<file path="src/verilog/cmo_pkg.sv">
// ##############################
// CMO subsystem package
// Cache geometry, vector types and
// the cache operation codes
// ##############################
`default_nettype none

package cmo_pkg;

    // Address and data words
    localparam int ADDR_W = 32;
    localparam int DATA_W = 32;

    // 16-byte lines, 16 sets of 4 ways
    localparam int OFFSET_W = 4;
    localparam int NUM_SETS = 16;
    localparam int NUM_WAYS = 4;

    localparam int SET_W   = $clog2(NUM_SETS);
    localparam int NLINE_W = ADDR_W - OFFSET_W;
    localparam int TAG_W   = NLINE_W - SET_W;

    typedef logic [ADDR_W-1:0]   addr_t;
    typedef logic [DATA_W-1:0]   data_t;
    typedef logic [SET_W-1:0]    set_t;
    typedef logic [TAG_W-1:0]    tag_t;
    typedef logic [NLINE_W-1:0]  nline_t;
    typedef logic [NUM_WAYS-1:0] way_vec_t;

    // Operation codes of the CMO request channel
    typedef logic [1:0] cmo_op_t;

    localparam cmo_op_t CMO_FENCE       = 2'd0;
    localparam cmo_op_t CMO_INVAL_NLINE = 2'd1;
    localparam cmo_op_t CMO_INVAL_SET   = 2'd2;
    localparam cmo_op_t CMO_INVAL_ALL   = 2'd3;

endpackage

`default_nettype wire

</file>
<file path="src/verilog/dir_if.sv">
// ##############################
// Directory access interface
// Check and invalidate signals from
// the CMO handler to the directory
// ##############################
`timescale 1ns/1ns
`default_nettype none

interface dir_if;
    import cmo_pkg::*;

    // Tag check, result one cycle later
    logic     check;
    set_t     check_set;
    tag_t     check_tag;
    way_vec_t hit_way;

    // Valid bit clearing
    logic     inval;
    set_t     inval_set;
    way_vec_t inval_way;

    // Fill in progress
    logic     busy;

    modport handler (
        output check, check_set, check_tag,
        output inval, inval_set, inval_way,
        input  hit_way, busy
    );

    modport directory (
        input  check, check_set, check_tag,
        input  inval, inval_set, inval_way,
        output hit_way, busy
    );

endinterface

`default_nettype wire

</file>
<file path="src/verilog/cache_dir.sv">
// ##############################
// Cache directory
// Tags and valid bits per set and way,
// with fill, lookup, check and
// invalidate access
// ##############################
`timescale 1ns/1ns
`default_nettype none

module cache_dir (
    input  wire                     clk_i,
    input  wire                     rst_ni,

    input  wire                     fill_valid_i,
    output logic                    fill_ready_o,
    input  wire cmo_pkg::addr_t     fill_addr_i,
    input  wire cmo_pkg::way_vec_t  fill_way_i,

    input  wire                     lookup_valid_i,
    input  wire cmo_pkg::addr_t     lookup_addr_i,
    output logic                    lookup_hit_o,
    output cmo_pkg::way_vec_t       lookup_way_o,

    dir_if.directory                dir
);
    import cmo_pkg::*;

    logic [NUM_WAYS-1:0] valid_q [NUM_SETS];
    tag_t                tag_q   [NUM_SETS][NUM_WAYS];

    set_t     fill_set;
    tag_t     fill_tag;
    set_t     lookup_set;
    tag_t     lookup_tag;
    logic     fill_xfer;
    way_vec_t lookup_match;
    way_vec_t check_match;
    way_vec_t lookup_way_q;
    way_vec_t hit_way_q;

    assign fill_set   = fill_addr_i[OFFSET_W +: SET_W];
    assign fill_tag   = fill_addr_i[OFFSET_W + SET_W +: TAG_W];
    assign lookup_set = lookup_addr_i[OFFSET_W +: SET_W];
    assign lookup_tag = lookup_addr_i[OFFSET_W + SET_W +: TAG_W];

    // Invalidation wins over a fill
    assign fill_ready_o = !dir.inval;
    assign fill_xfer    = fill_valid_i && fill_ready_o;
    assign dir.busy     = fill_xfer;

    // Compare all ways of the addressed set
    always_comb begin
        for (int w = 0; w < NUM_WAYS; w++) begin
            lookup_match[w] = valid_q[lookup_set][w] && (tag_q[lookup_set][w] == lookup_tag);
            check_match[w]  = valid_q[dir.check_set][w]
                              && (tag_q[dir.check_set][w] == dir.check_tag);
        end
    end

    always_ff @(posedge clk_i or negedge rst_ni) begin
        if (!rst_ni) begin
            for (int s = 0; s < NUM_SETS; s++) begin
                valid_q[s] <= '0;
            end
        end else if (dir.inval) begin
            valid_q[dir.inval_set] <= valid_q[dir.inval_set] & ~dir.inval_way;
        end else if (fill_xfer) begin
            valid_q[fill_set] <= valid_q[fill_set] | fill_way_i;
        end
    end

    always_ff @(posedge clk_i) begin
        if (fill_xfer) begin
            for (int w = 0; w < NUM_WAYS; w++) begin
                if (fill_way_i[w]) begin
                    tag_q[fill_set][w] <= fill_tag;
                end
            end
        end
    end

    // Results are held only for one cycle after a request
    always_ff @(posedge clk_i or negedge rst_ni) begin
        if (!rst_ni) begin
            lookup_way_q <= '0;
            hit_way_q    <= '0;
        end else begin
            lookup_way_q <= lookup_valid_i ? lookup_match : '0;
            hit_way_q    <= dir.check ? check_match : '0;
        end
    end

    assign lookup_way_o = lookup_way_q;
    assign lookup_hit_o = |lookup_way_q;
    assign dir.hit_way  = hit_way_q;

    // A fill writes exactly one way
    a_fill_onehot : assert property (
        @(posedge clk_i) disable iff (!rst_ni)
        fill_xfer |-> $onehot(fill_way_i)
    );

endmodule

`default_nettype wire

</file>
<file path="src/verilog/cmo_handler.sv">
// ##############################
// CMO handler
// Sequences fences and the three
// kinds of directory invalidation
// ##############################
`timescale 1ns/1ns
`default_nettype none

module cmo_handler (
    input  wire                   clk_i,
    input  wire                   rst_ni,

    input  wire                   req_valid_i,
    output logic                  req_ready_o,
    input  wire cmo_pkg::cmo_op_t req_op_i,
    input  wire cmo_pkg::addr_t   req_addr_i,
    input  wire cmo_pkg::data_t   req_wdata_i,

    input  wire                   mshr_empty_i,
    input  wire                   rtab_empty_i,

    input  wire                   wbuf_empty_i,
    output logic                  wbuf_flush_all_o,

    dir_if.handler                dir
);
    import cmo_pkg::*;

    typedef enum logic [2:0] {
        ST_IDLE,
        ST_FENCE_WAIT,
        ST_INVAL_WAIT,
        ST_CHECK_LINE,
        ST_INVAL_SET
    } state_t;

    state_t   state_q;
    state_t   state_d;
    cmo_op_t  op_q;
    addr_t    addr_q;
    way_vec_t way_q;
    set_t     set_cnt_q;
    set_t     set_cnt_d;
    set_t     req_set;
    logic     accept;
    logic     inval_ok;

    assign req_set   = addr_q[OFFSET_W +: SET_W];
    assign req_ready_o = (state_q == ST_IDLE);
    assign accept      = req_valid_i && req_ready_o;

    // No refill or replay may be in flight during an invalidation
    assign inval_ok = mshr_empty_i && rtab_empty_i;

    assign dir.check_set = req_set;
    assign dir.check_tag = addr_q[OFFSET_W + SET_W +: TAG_W];

    always_comb begin
        state_d          = state_q;
        set_cnt_d        = set_cnt_q;
        wbuf_flush_all_o = 1'b0;
        dir.check        = 1'b0;
        dir.inval        = 1'b0;
        dir.inval_set    = req_set;
        dir.inval_way    = '0;

        unique case (state_q)
            ST_IDLE: begin
                if (req_valid_i) begin
                    set_cnt_d = '0;
                    if (req_op_i == CMO_FENCE) begin
                        wbuf_flush_all_o = rtab_empty_i;
                        if (!(wbuf_empty_i && rtab_empty_i)) begin
                            state_d = ST_FENCE_WAIT;
                        end
                    end else if (!inval_ok) begin
                        state_d = ST_INVAL_WAIT;
                    end else if (req_op_i == CMO_INVAL_NLINE) begin
                        state_d = ST_CHECK_LINE;
                    end else begin
                        state_d = ST_INVAL_SET;
                    end
                end
            end
            ST_FENCE_WAIT: begin
                wbuf_flush_all_o = rtab_empty_i;
                if (wbuf_empty_i && rtab_empty_i) begin
                    state_d = ST_IDLE;
                end
            end
            ST_INVAL_WAIT: begin
                if (inval_ok) begin
                    state_d = (op_q == CMO_INVAL_NLINE) ? ST_CHECK_LINE : ST_INVAL_SET;
                end
            end
            ST_CHECK_LINE: begin
                // Directory tags may change under a fill
                if (!dir.busy) begin
                    dir.check = 1'b1;
                    state_d   = ST_INVAL_SET;
                end
            end
            ST_INVAL_SET: begin
                state_d = ST_IDLE;
                case (op_q)
                    CMO_INVAL_NLINE: begin
                        dir.inval     = |dir.hit_way;
                        dir.inval_way = dir.hit_way;
                    end
                    CMO_INVAL_SET: begin
                        dir.inval     = 1'b1;
                        dir.inval_way = way_q;
                    end
                    CMO_INVAL_ALL: begin
                        dir.inval     = 1'b1;
                        dir.inval_way = '1;
                        dir.inval_set = set_cnt_q;
                        set_cnt_d     = set_cnt_q + 1'b1;
                        if (set_cnt_q != set_t'(NUM_SETS - 1)) begin
                            state_d = ST_INVAL_SET;
                        end
                    end
                    default: begin
                        state_d = ST_IDLE;
                    end
                endcase
            end
            default: begin
                state_d = ST_IDLE;
            end
        endcase
    end

    always_ff @(posedge clk_i or negedge rst_ni) begin
        if (!rst_ni) begin
            state_q <= ST_IDLE;
        end else begin
            state_q <= state_d;
        end
    end

    // Request fields, way mask from the low write-data bits
    always_ff @(posedge clk_i) begin
        set_cnt_q <= set_cnt_d;
        if (accept) begin
            op_q   <= req_op_i;
            addr_q <= req_addr_i;
            way_q  <= req_wdata_i[NUM_WAYS-1:0];
        end
    end

    a_inval_state : assert property (
        @(posedge clk_i) disable iff (!rst_ni)
        dir.inval |-> (state_q == ST_INVAL_SET)
    );

    // A check never races a fill in the directory
    a_check_not_busy : assert property (
        @(posedge clk_i) disable iff (!rst_ni)
        dir.check |-> !dir.busy
    );

endmodule

`default_nettype wire

</file>
<file path="src/verilog/cmo_subsys_top.sv">
// ##############################
// CMO subsystem top level
// Connects directory, write buffer
// and CMO handler
// ##############################
`timescale 1ns/1ns
`default_nettype none

module cmo_subsys_top #(
    parameter int WBUF_DEPTH = 4
) (
    input  wire                     clk_i,
    input  wire                     rst_ni,

    input  wire                     cmo_valid_i,
    output logic                    cmo_ready_o,
    input  wire cmo_pkg::cmo_op_t   cmo_op_i,
    input  wire cmo_pkg::addr_t     cmo_addr_i,
    input  wire cmo_pkg::data_t     cmo_wdata_i,

    input  wire                     mshr_empty_i,
    input  wire                     rtab_empty_i,

    input  wire                     fill_valid_i,
    output logic                    fill_ready_o,
    input  wire cmo_pkg::addr_t     fill_addr_i,
    input  wire cmo_pkg::way_vec_t  fill_way_i,

    input  wire                     lookup_valid_i,
    input  wire cmo_pkg::addr_t     lookup_addr_i,
    output logic                    lookup_hit_o,
    output cmo_pkg::way_vec_t       lookup_way_o,

    input  wire                     wr_valid_i,
    output logic                    wr_ready_o,
    input  wire cmo_pkg::addr_t     wr_addr_i,
    input  wire cmo_pkg::data_t     wr_data_i,

    output logic                    mem_valid_o,
    input  wire                     mem_ready_i,
    output cmo_pkg::addr_t          mem_addr_o,
    output cmo_pkg::data_t          mem_data_o
);

    logic flush_all;
    logic wbuf_empty;

    dir_if dir_bus ();

    cache_dir dir_i (
        .clk_i          (clk_i),
        .rst_ni         (rst_ni),
        .fill_valid_i   (fill_valid_i),
        .fill_ready_o   (fill_ready_o),
        .fill_addr_i    (fill_addr_i),
        .fill_way_i     (fill_way_i),
        .lookup_valid_i (lookup_valid_i),
        .lookup_addr_i  (lookup_addr_i),
        .lookup_hit_o   (lookup_hit_o),
        .lookup_way_o   (lookup_way_o),
        .dir            (dir_bus.directory)
    );

    wbuf #(
        .WBUF_DEPTH (WBUF_DEPTH)
    ) wbuf_i (
        .clk_i       (clk_i),
        .rst_ni      (rst_ni),
        .wr_valid_i  (wr_valid_i),
        .wr_ready_o  (wr_ready_o),
        .wr_addr_i   (wr_addr_i),
        .wr_data_i   (wr_data_i),
        .flush_all_i (flush_all),
        .empty_o     (wbuf_empty),
        .mem_valid_o (mem_valid_o),
        .mem_ready_i (mem_ready_i),
        .mem_addr_o  (mem_addr_o),
        .mem_data_o  (mem_data_o)
    );

    cmo_handler handler_i (
        .clk_i            (clk_i),
        .rst_ni           (rst_ni),
        .req_valid_i      (cmo_valid_i),
        .req_ready_o      (cmo_ready_o),
        .req_op_i         (cmo_op_i),
        .req_addr_i       (cmo_addr_i),
        .req_wdata_i      (cmo_wdata_i),
        .mshr_empty_i     (mshr_empty_i),
        .rtab_empty_i     (rtab_empty_i),
        .wbuf_empty_i     (wbuf_empty),
        .wbuf_flush_all_o (flush_all),
        .dir              (dir_bus.handler)
    );

endmodule

`default_nettype wire

</file>
<file path="src/verilog/wbuf.sv">
// ##############################
// Merging write buffer
// Write-through entries, merged per
// line, drained in order on a flush
// ##############################
`timescale 1ns/1ns
`default_nettype none

module wbuf #(
    parameter int WBUF_DEPTH = 4
) (
    input  wire                  clk_i,
    input  wire                  rst_ni,

    input  wire                  wr_valid_i,
    output logic                 wr_ready_o,
    input  wire cmo_pkg::addr_t  wr_addr_i,
    input  wire cmo_pkg::data_t  wr_data_i,

    input  wire                  flush_all_i,
    output logic                 empty_o,

    output logic                 mem_valid_o,
    input  wire                  mem_ready_i,
    output cmo_pkg::addr_t       mem_addr_o,
    output cmo_pkg::data_t       mem_data_o
);
    import cmo_pkg::*;

    localparam int PTR_W = (WBUF_DEPTH > 1) ? $clog2(WBUF_DEPTH) : 1;
    localparam int CNT_W = $clog2(WBUF_DEPTH + 1);

    typedef logic [PTR_W-1:0] ptr_t;
    typedef logic [CNT_W-1:0] cnt_t;

    addr_t                 addr_q [WBUF_DEPTH];
    data_t                 data_q [WBUF_DEPTH];
    logic [WBUF_DEPTH-1:0] valid_q;
    logic [WBUF_DEPTH-1:0] flushed_q;
    ptr_t                  head_q;
    ptr_t                  tail_q;
    cnt_t                  count_q;

    nline_t wr_nline;
    logic   merge_hit;
    ptr_t   merge_idx;
    logic   full;
    logic   wr_xfer;
    logic   do_merge;
    logic   do_alloc;
    logic   do_retire;

    function automatic ptr_t ptr_inc(ptr_t p);
        if (p == ptr_t'(WBUF_DEPTH - 1)) begin
            return '0;
        end
        return p + 1'b1;
    endfunction

    assign wr_nline = wr_addr_i[OFFSET_W +: NLINE_W];

    // Open entries are those not yet marked, and none are open while a flush is raised
    always_comb begin
        merge_hit = 1'b0;
        merge_idx = '0;
        for (int i = 0; i < WBUF_DEPTH; i++) begin
            if (!merge_hit && valid_q[i] && !flushed_q[i] && !flush_all_i
                    && (addr_q[i][OFFSET_W +: NLINE_W] == wr_nline)) begin
                merge_hit = 1'b1;
                merge_idx = ptr_t'(i);
            end
        end
    end

    assign full       = (count_q == cnt_t'(WBUF_DEPTH));
    assign wr_ready_o = !full || merge_hit;
    assign wr_xfer    = wr_valid_i && wr_ready_o;
    assign do_merge   = wr_xfer && merge_hit;
    assign do_alloc   = wr_xfer && !merge_hit;
    assign empty_o    = (count_q == '0);

    // Marked entries are always the oldest ones
    assign mem_valid_o = valid_q[head_q] && (flushed_q[head_q] || flush_all_i);
    assign mem_addr_o  = addr_q[head_q];
    assign mem_data_o  = data_q[head_q];
    assign do_retire   = mem_valid_o && mem_ready_i;

    always_ff @(posedge clk_i or negedge rst_ni) begin
        if (!rst_ni) begin
            valid_q   <= '0;
            flushed_q <= '0;
            head_q    <= '0;
            tail_q    <= '0;
            count_q   <= '0;
        end else begin
            if (flush_all_i) begin
                flushed_q <= flushed_q | valid_q;
            end
            if (do_alloc) begin
                valid_q[tail_q]   <= 1'b1;
                flushed_q[tail_q] <= 1'b0;
                tail_q            <= ptr_inc(tail_q);
            end
            if (do_retire) begin
                valid_q[head_q]   <= 1'b0;
                flushed_q[head_q] <= 1'b0;
                head_q            <= ptr_inc(head_q);
            end
            if (do_alloc && !do_retire) begin
                count_q <= count_q + 1'b1;
            end else if (!do_alloc && do_retire) begin
                count_q <= count_q - 1'b1;
            end
        end
    end

    always_ff @(posedge clk_i) begin
        if (do_alloc) begin
            addr_q[tail_q] <= wr_addr_i;
            data_q[tail_q] <= wr_data_i;
        end
        if (do_merge) begin
            data_q[merge_idx] <= wr_data_i;
        end
    end

    a_count_bound : assert property (
        @(posedge clk_i) disable iff (!rst_ni)
        count_q <= cnt_t'(WBUF_DEPTH)
    );

    // Memory request stays put until taken
    a_mem_stable : assert property (
        @(posedge clk_i) disable iff (!rst_ni)
        mem_valid_o && !mem_ready_i |=>
            mem_valid_o && $stable(mem_addr_o) && $stable(mem_data_o)
    );

endmodule

`default_nettype wire
</file>
<file path="config.mk">
export PLATFORM = sky130hd
export DESIGN_NAME = cmo_subsys_top
export DESIGN_NICKNAME = d
export VERILOG_FILES = /design/src/verilog/cmo_pkg.sv /design/src/verilog/dir_if.sv /design/src/verilog/cache_dir.sv /design/src/verilog/cmo_handler.sv /design/src/verilog/cmo_subsys_top.sv /design/src/verilog/wbuf.sv
export SDC_FILE = /design/constraint.sdc
export NUM_CORES = 2
export LEC_CHECK = 0
export BUFFER_PORTS_ARGS = -buffer_cell sky130_fd_sc_hd__buf_2
export CAP_MARGIN = 20
export CORE_MARGIN = 4
export CORE_UTILIZATION = 45
export DETAILED_ROUTE_END_ITERATION = 10
export PLACE_DENSITY_LB_ADDON = 0.08
export SYNTH_ARGS = -nofsm -noshare
export SYNTH_HDL_FRONTEND = slang
export SYNTH_SLANG_ARGS = --single-unit
</file>
<file path="constraint.sdc">
create_clock -name clk_i -period 7.2 [get_ports clk_i]
set_input_delay 0.36 -clock clk_i [delete_from_list [all_inputs] [get_ports clk_i]]
set_output_delay 0.36 -clock clk_i [all_outputs]
set_load 0.005 [all_outputs]
</file>
==> metrics.cfg <==
[logic_synthesis]
async_reset_ff_share_pct=4.68
number_of_instances_in_the_synthesized_netlist=5393
synth_edf_count=1830
postSynthAreaPerCell_um2=17.4
synth_fp_nets=5611
top_reg_cell_synth=edfxtp_1
ys.warnings.count=0
synth.ff_latch_count=1924
syn-cell-area_mm2=0.0937
netlist-cell-type-count=98
yosysSeqAreaShare_pct=61.1

[timing]
clock-skew-final_ns=0.0296
final.hold.worst_slack_ns=0.0684
final-setup-viol-count=0
worst_tran_pin_value_ns=1.22
finalSetupTns_ns=0
unrepaired_setup_endpoints_after_global_routing=no
hold_violation_total_from_the_final_report=0
highest_achievable_clock_rate_ghz=0.207
final.min_clock_period_ns=4.82
post-route-period-util_pct=67.0
slew_viol_final=0
slew_headroom_pct=18.8

[placement]
io_buffers=239
dp_hpwl_um=224000
dpl_cell_area_mm2=0.0984
place.gp.congestion=0.946
placed_cells_incl_taps=8234

[floorplanning]
core_area_mm2=0.207
die_h_um=464
starting_density_of_the_core_pct=45.3
num_io_pins=280
floorplan.rows=167
die_area_mm2=0.216
die_w_um=464

[detailed_routing]
initial_drc_count=8945
drcViolationCount=0
count_of_tritonroute_iterations_in_the_first_routing_pass=8
route.vias.total=59700
finalWirelength_um=357000
routed_wire_length_per_instance_um=40.8
drtAntennaViolNets=0
avgViaCountPerCell=6.82

[global_route]
antenna_found_initial=27
globalRouteOverflowTotal=0
first_global_vias=59000
grt_start_max_net_pins=111
global_route_usage_over_all_layers_pct=32.6
grt_pass1_wl_um=487000

[min_path]
hp-class=input port to asynchronous set/reset pin

[cts]
cts_resized=0
clock_sinks=1924
cts_max_level=4
clk-insertion-delay-late_ns=0.87
clk_transition_reported_paths_ns=0.06
tritoncts=yes
cts-buffers-inserted=208
ctsRootBufferMaster=clkbuf_16
clock_path_buffers=3

[finish]
final_cell_count_no_fill=8746
most-common-layout-cells=edfxtp_1 (1,830), mux4_2 (807), mux2i_1 (355)
final_cell_area_mm2=0.106
area_growth_syn_to_layout_pct=13.3
layout.nets=5976
most_common_cell_after_layout_fill_and_taps_aside=edfxtp_1
layout-drive-gt1-share_pct=28.7

[pwr]
share_seq_of_total_power_pct=39.5
swShare_pct=33.0
power_density_mw_per_mm2=326
net-switching-power_mw=11.4
power_leakage_nw=34.8
power.internal_mw=23.2
peakVddDrop_v=0.000283
power.clock.fraction_pct=31.2
power.share.combinational_pct=29.3

[flow_run]
drv.max_cap_violation_count=0

[critical_path]
slowest_delay_ns=0.85
setup.worst_path.class=register to register
critical_path.cell_chain=clkinv_2 > buf_4 > nor2_2 > buf_4 > a221oi_1 > xor2_1 > o2111ai_1 > nor3_1 > and4b_1
cp_max_fo=37
cp_slowest_cell=clkinv_2
timing.critical_path.required_ns=7.86
timing.critical_path.from_type=register
cp_common_cell=buf_4
critPathCaptureType=register
worstPathArrival_ns=5.49

[run_status]
result_of_the_run=finished clean

## critical path, delay by kind of cell (launching register included)
kind	cells	cell delay (ns)
simple gates	3	1.16
buf+inv	3	1.74
xor+xnor	1	0.33
compound gates	2	0.59
flops	1	0.78
## sequential cells by signal, summed over array words and instances (netlist names), named ones only
name and cells:
dir_i.dir.hit_way 4, dir_i.lookup_way_o 4, dir_i.tag_q 1536, dir_i.valid_q 64, handler_i.addr_q 28, handler_i.op_q 2
handler_i.set_cnt_q 4, handler_i.state_q 3, handler_i.way_q 4, wbuf_i.addr_q 128, wbuf_i.count_q 3, wbuf_i.data_q 128
wbuf_i.flushed_q 4, wbuf_i.head_q 2, wbuf_i.tail_q 2, wbuf_i.valid_q 4
## what timing repair did
item / in CTS / in global routing
hold buffers: 102 / 0
endpoints found under the setup margin: 0 / 0
buffers inserted: 0 / 0
endpoints found under the hold margin: 343 / 0
## cells in the mapped netlist (20+ instances only)
| master | number | share of area (%) |
|---|---|---|
| edfxtp_1 | 1830 | 59 |
| mux4_2 | 807 | 19 |
| mux2i_1 | 355 | 3.8 |
| xnor2_1 | 215 | 2.0 |
| o21ai_0 | 166 | 0.89 |
| nand2_1 | 164 | 0.66 |
| nor2_1 | 164 | 0.66 |
| buf_2 | 137 | 0.73 |
| clkbuf_1 | 125 | 0.50 |
| a22oi_1 | 109 | 0.87 |
| a21oi_1 | 107 | 0.57 |
| dfrtp_1 | 90 | 2.4 |
| xor2_1 | 85 | 0.79 |
| and2_1 | 70 | 0.47 |
| buf_4 | 63 | 0.50 |
| o22ai_1 | 61 | 0.41 |
| nand3_1 | 51 | 0.27 |
| nor3_1 | 50 | 0.27 |
| inv_1 | 47 | 0.19 |
| mux2_2 | 47 | 0.56 |
| buf_1 | 44 | 0.18 |
| a221oi_1 | 38 | 0.36 |
| nand4_1 | 37 | 0.25 |
| and3_1 | 36 | 0.24 |
| nor4_1 | 29 | 0.19 |
| o211ai_1 | 29 | 0.23 |
| a221o_1 | 28 | 0.30 |
| a211oi_1 | 26 | 0.21 |
| nor2b_1 | 23 | 0.15 |
| o31ai_1 | 23 | 0.18 |
| a22o_1 | 22 | 0.21 |
| a31oi_1 | 20 | 0.13 |
## metrics by stage
stage               setup WS (ns)  total power, mW  util [%]
floorplan                    1.48             19.8         -
global placement             1.17             23.8      47.5
detailed placement           2.65             23.8      47.5
CTS                          2.66             34.6      51.3
global route                 2.38             35.6      51.3
finish                       2.38             34.6      51.3
## layout make-up
type | count | area [µm²]
Inverter | 65 | 250
Tap cell | 2788 | 3490
Clock inverter | 122 | 1230
Antenna cell | 27 | 67.6
Clock buffer | 261 | 5530
Multi-Input combinational cell | 3021 | 34400
Fill cell | 16900 | 101000
Timing Repair Buffer | 538 | 3950
Sequential cell | 1924 | 57300
## final timing paths
path | from | to | slack, ns | cells after the start
worst max-delay path | register | dir_i.dir.hit_way[1] | 2.38 | 9
worst min-delay path | rst_ni | dir_i.valid_q[19] | 0.07 | 2
worst max register to register | register | dir_i.dir.hit_way[1] | 2.38 | 9
worst min register to register | wbuf_i.count_q[2] | wbuf_i.count_q[2] | 0.51 | 1
max in group asynchronous | rst_ni | wbuf_i.head_q[1] | 5.69 | 3
min in group clk_i | wr_valid_i | wbuf_i.valid_q[0] | 0.08 | 4
## logic make-up (layout without fill, tap and decap cells)
logic type / Yosys count / count (layout) / share of synthesized area, %
compound gates: 806 / 806 / 6.09
xor+xnor: 300 / 300 / 2.80
fa+ha+maj: 11 / 11 / 0.155
buf+inv: 448 / 986 / 2.34
flops: 1924 / 1924 / 61.1
mux: 1210 / 1210 / 23.8
other cells: 0 / 27 / 0
simple gates: 694 / 694 / 3.74
## layer usage
layer  vias up  wire length (µm)  GRT usage [%]  share of wire [%]
li1      23400                 -              -                  -
met1     31600            135000           43.7                 38
met2      3825            157000           48.0                 44
met3       914             40000           9.37                 11
met4        10             24400           18.4                6.8
met5         -                62              0              0.017
## power by group through the flow
stage	logic (mW)	clock network, mW	registers [mW]
global route	10.4	11.4	13.7
CTS	9.97	10.9	13.7
detailed placement	9.89	0	13.9
global placement	9.89	0	13.9
floorplan	6.32	0	13.5
finish	10.1	10.8	13.7
No activity file was read; power rests on OpenSTA's default activity.
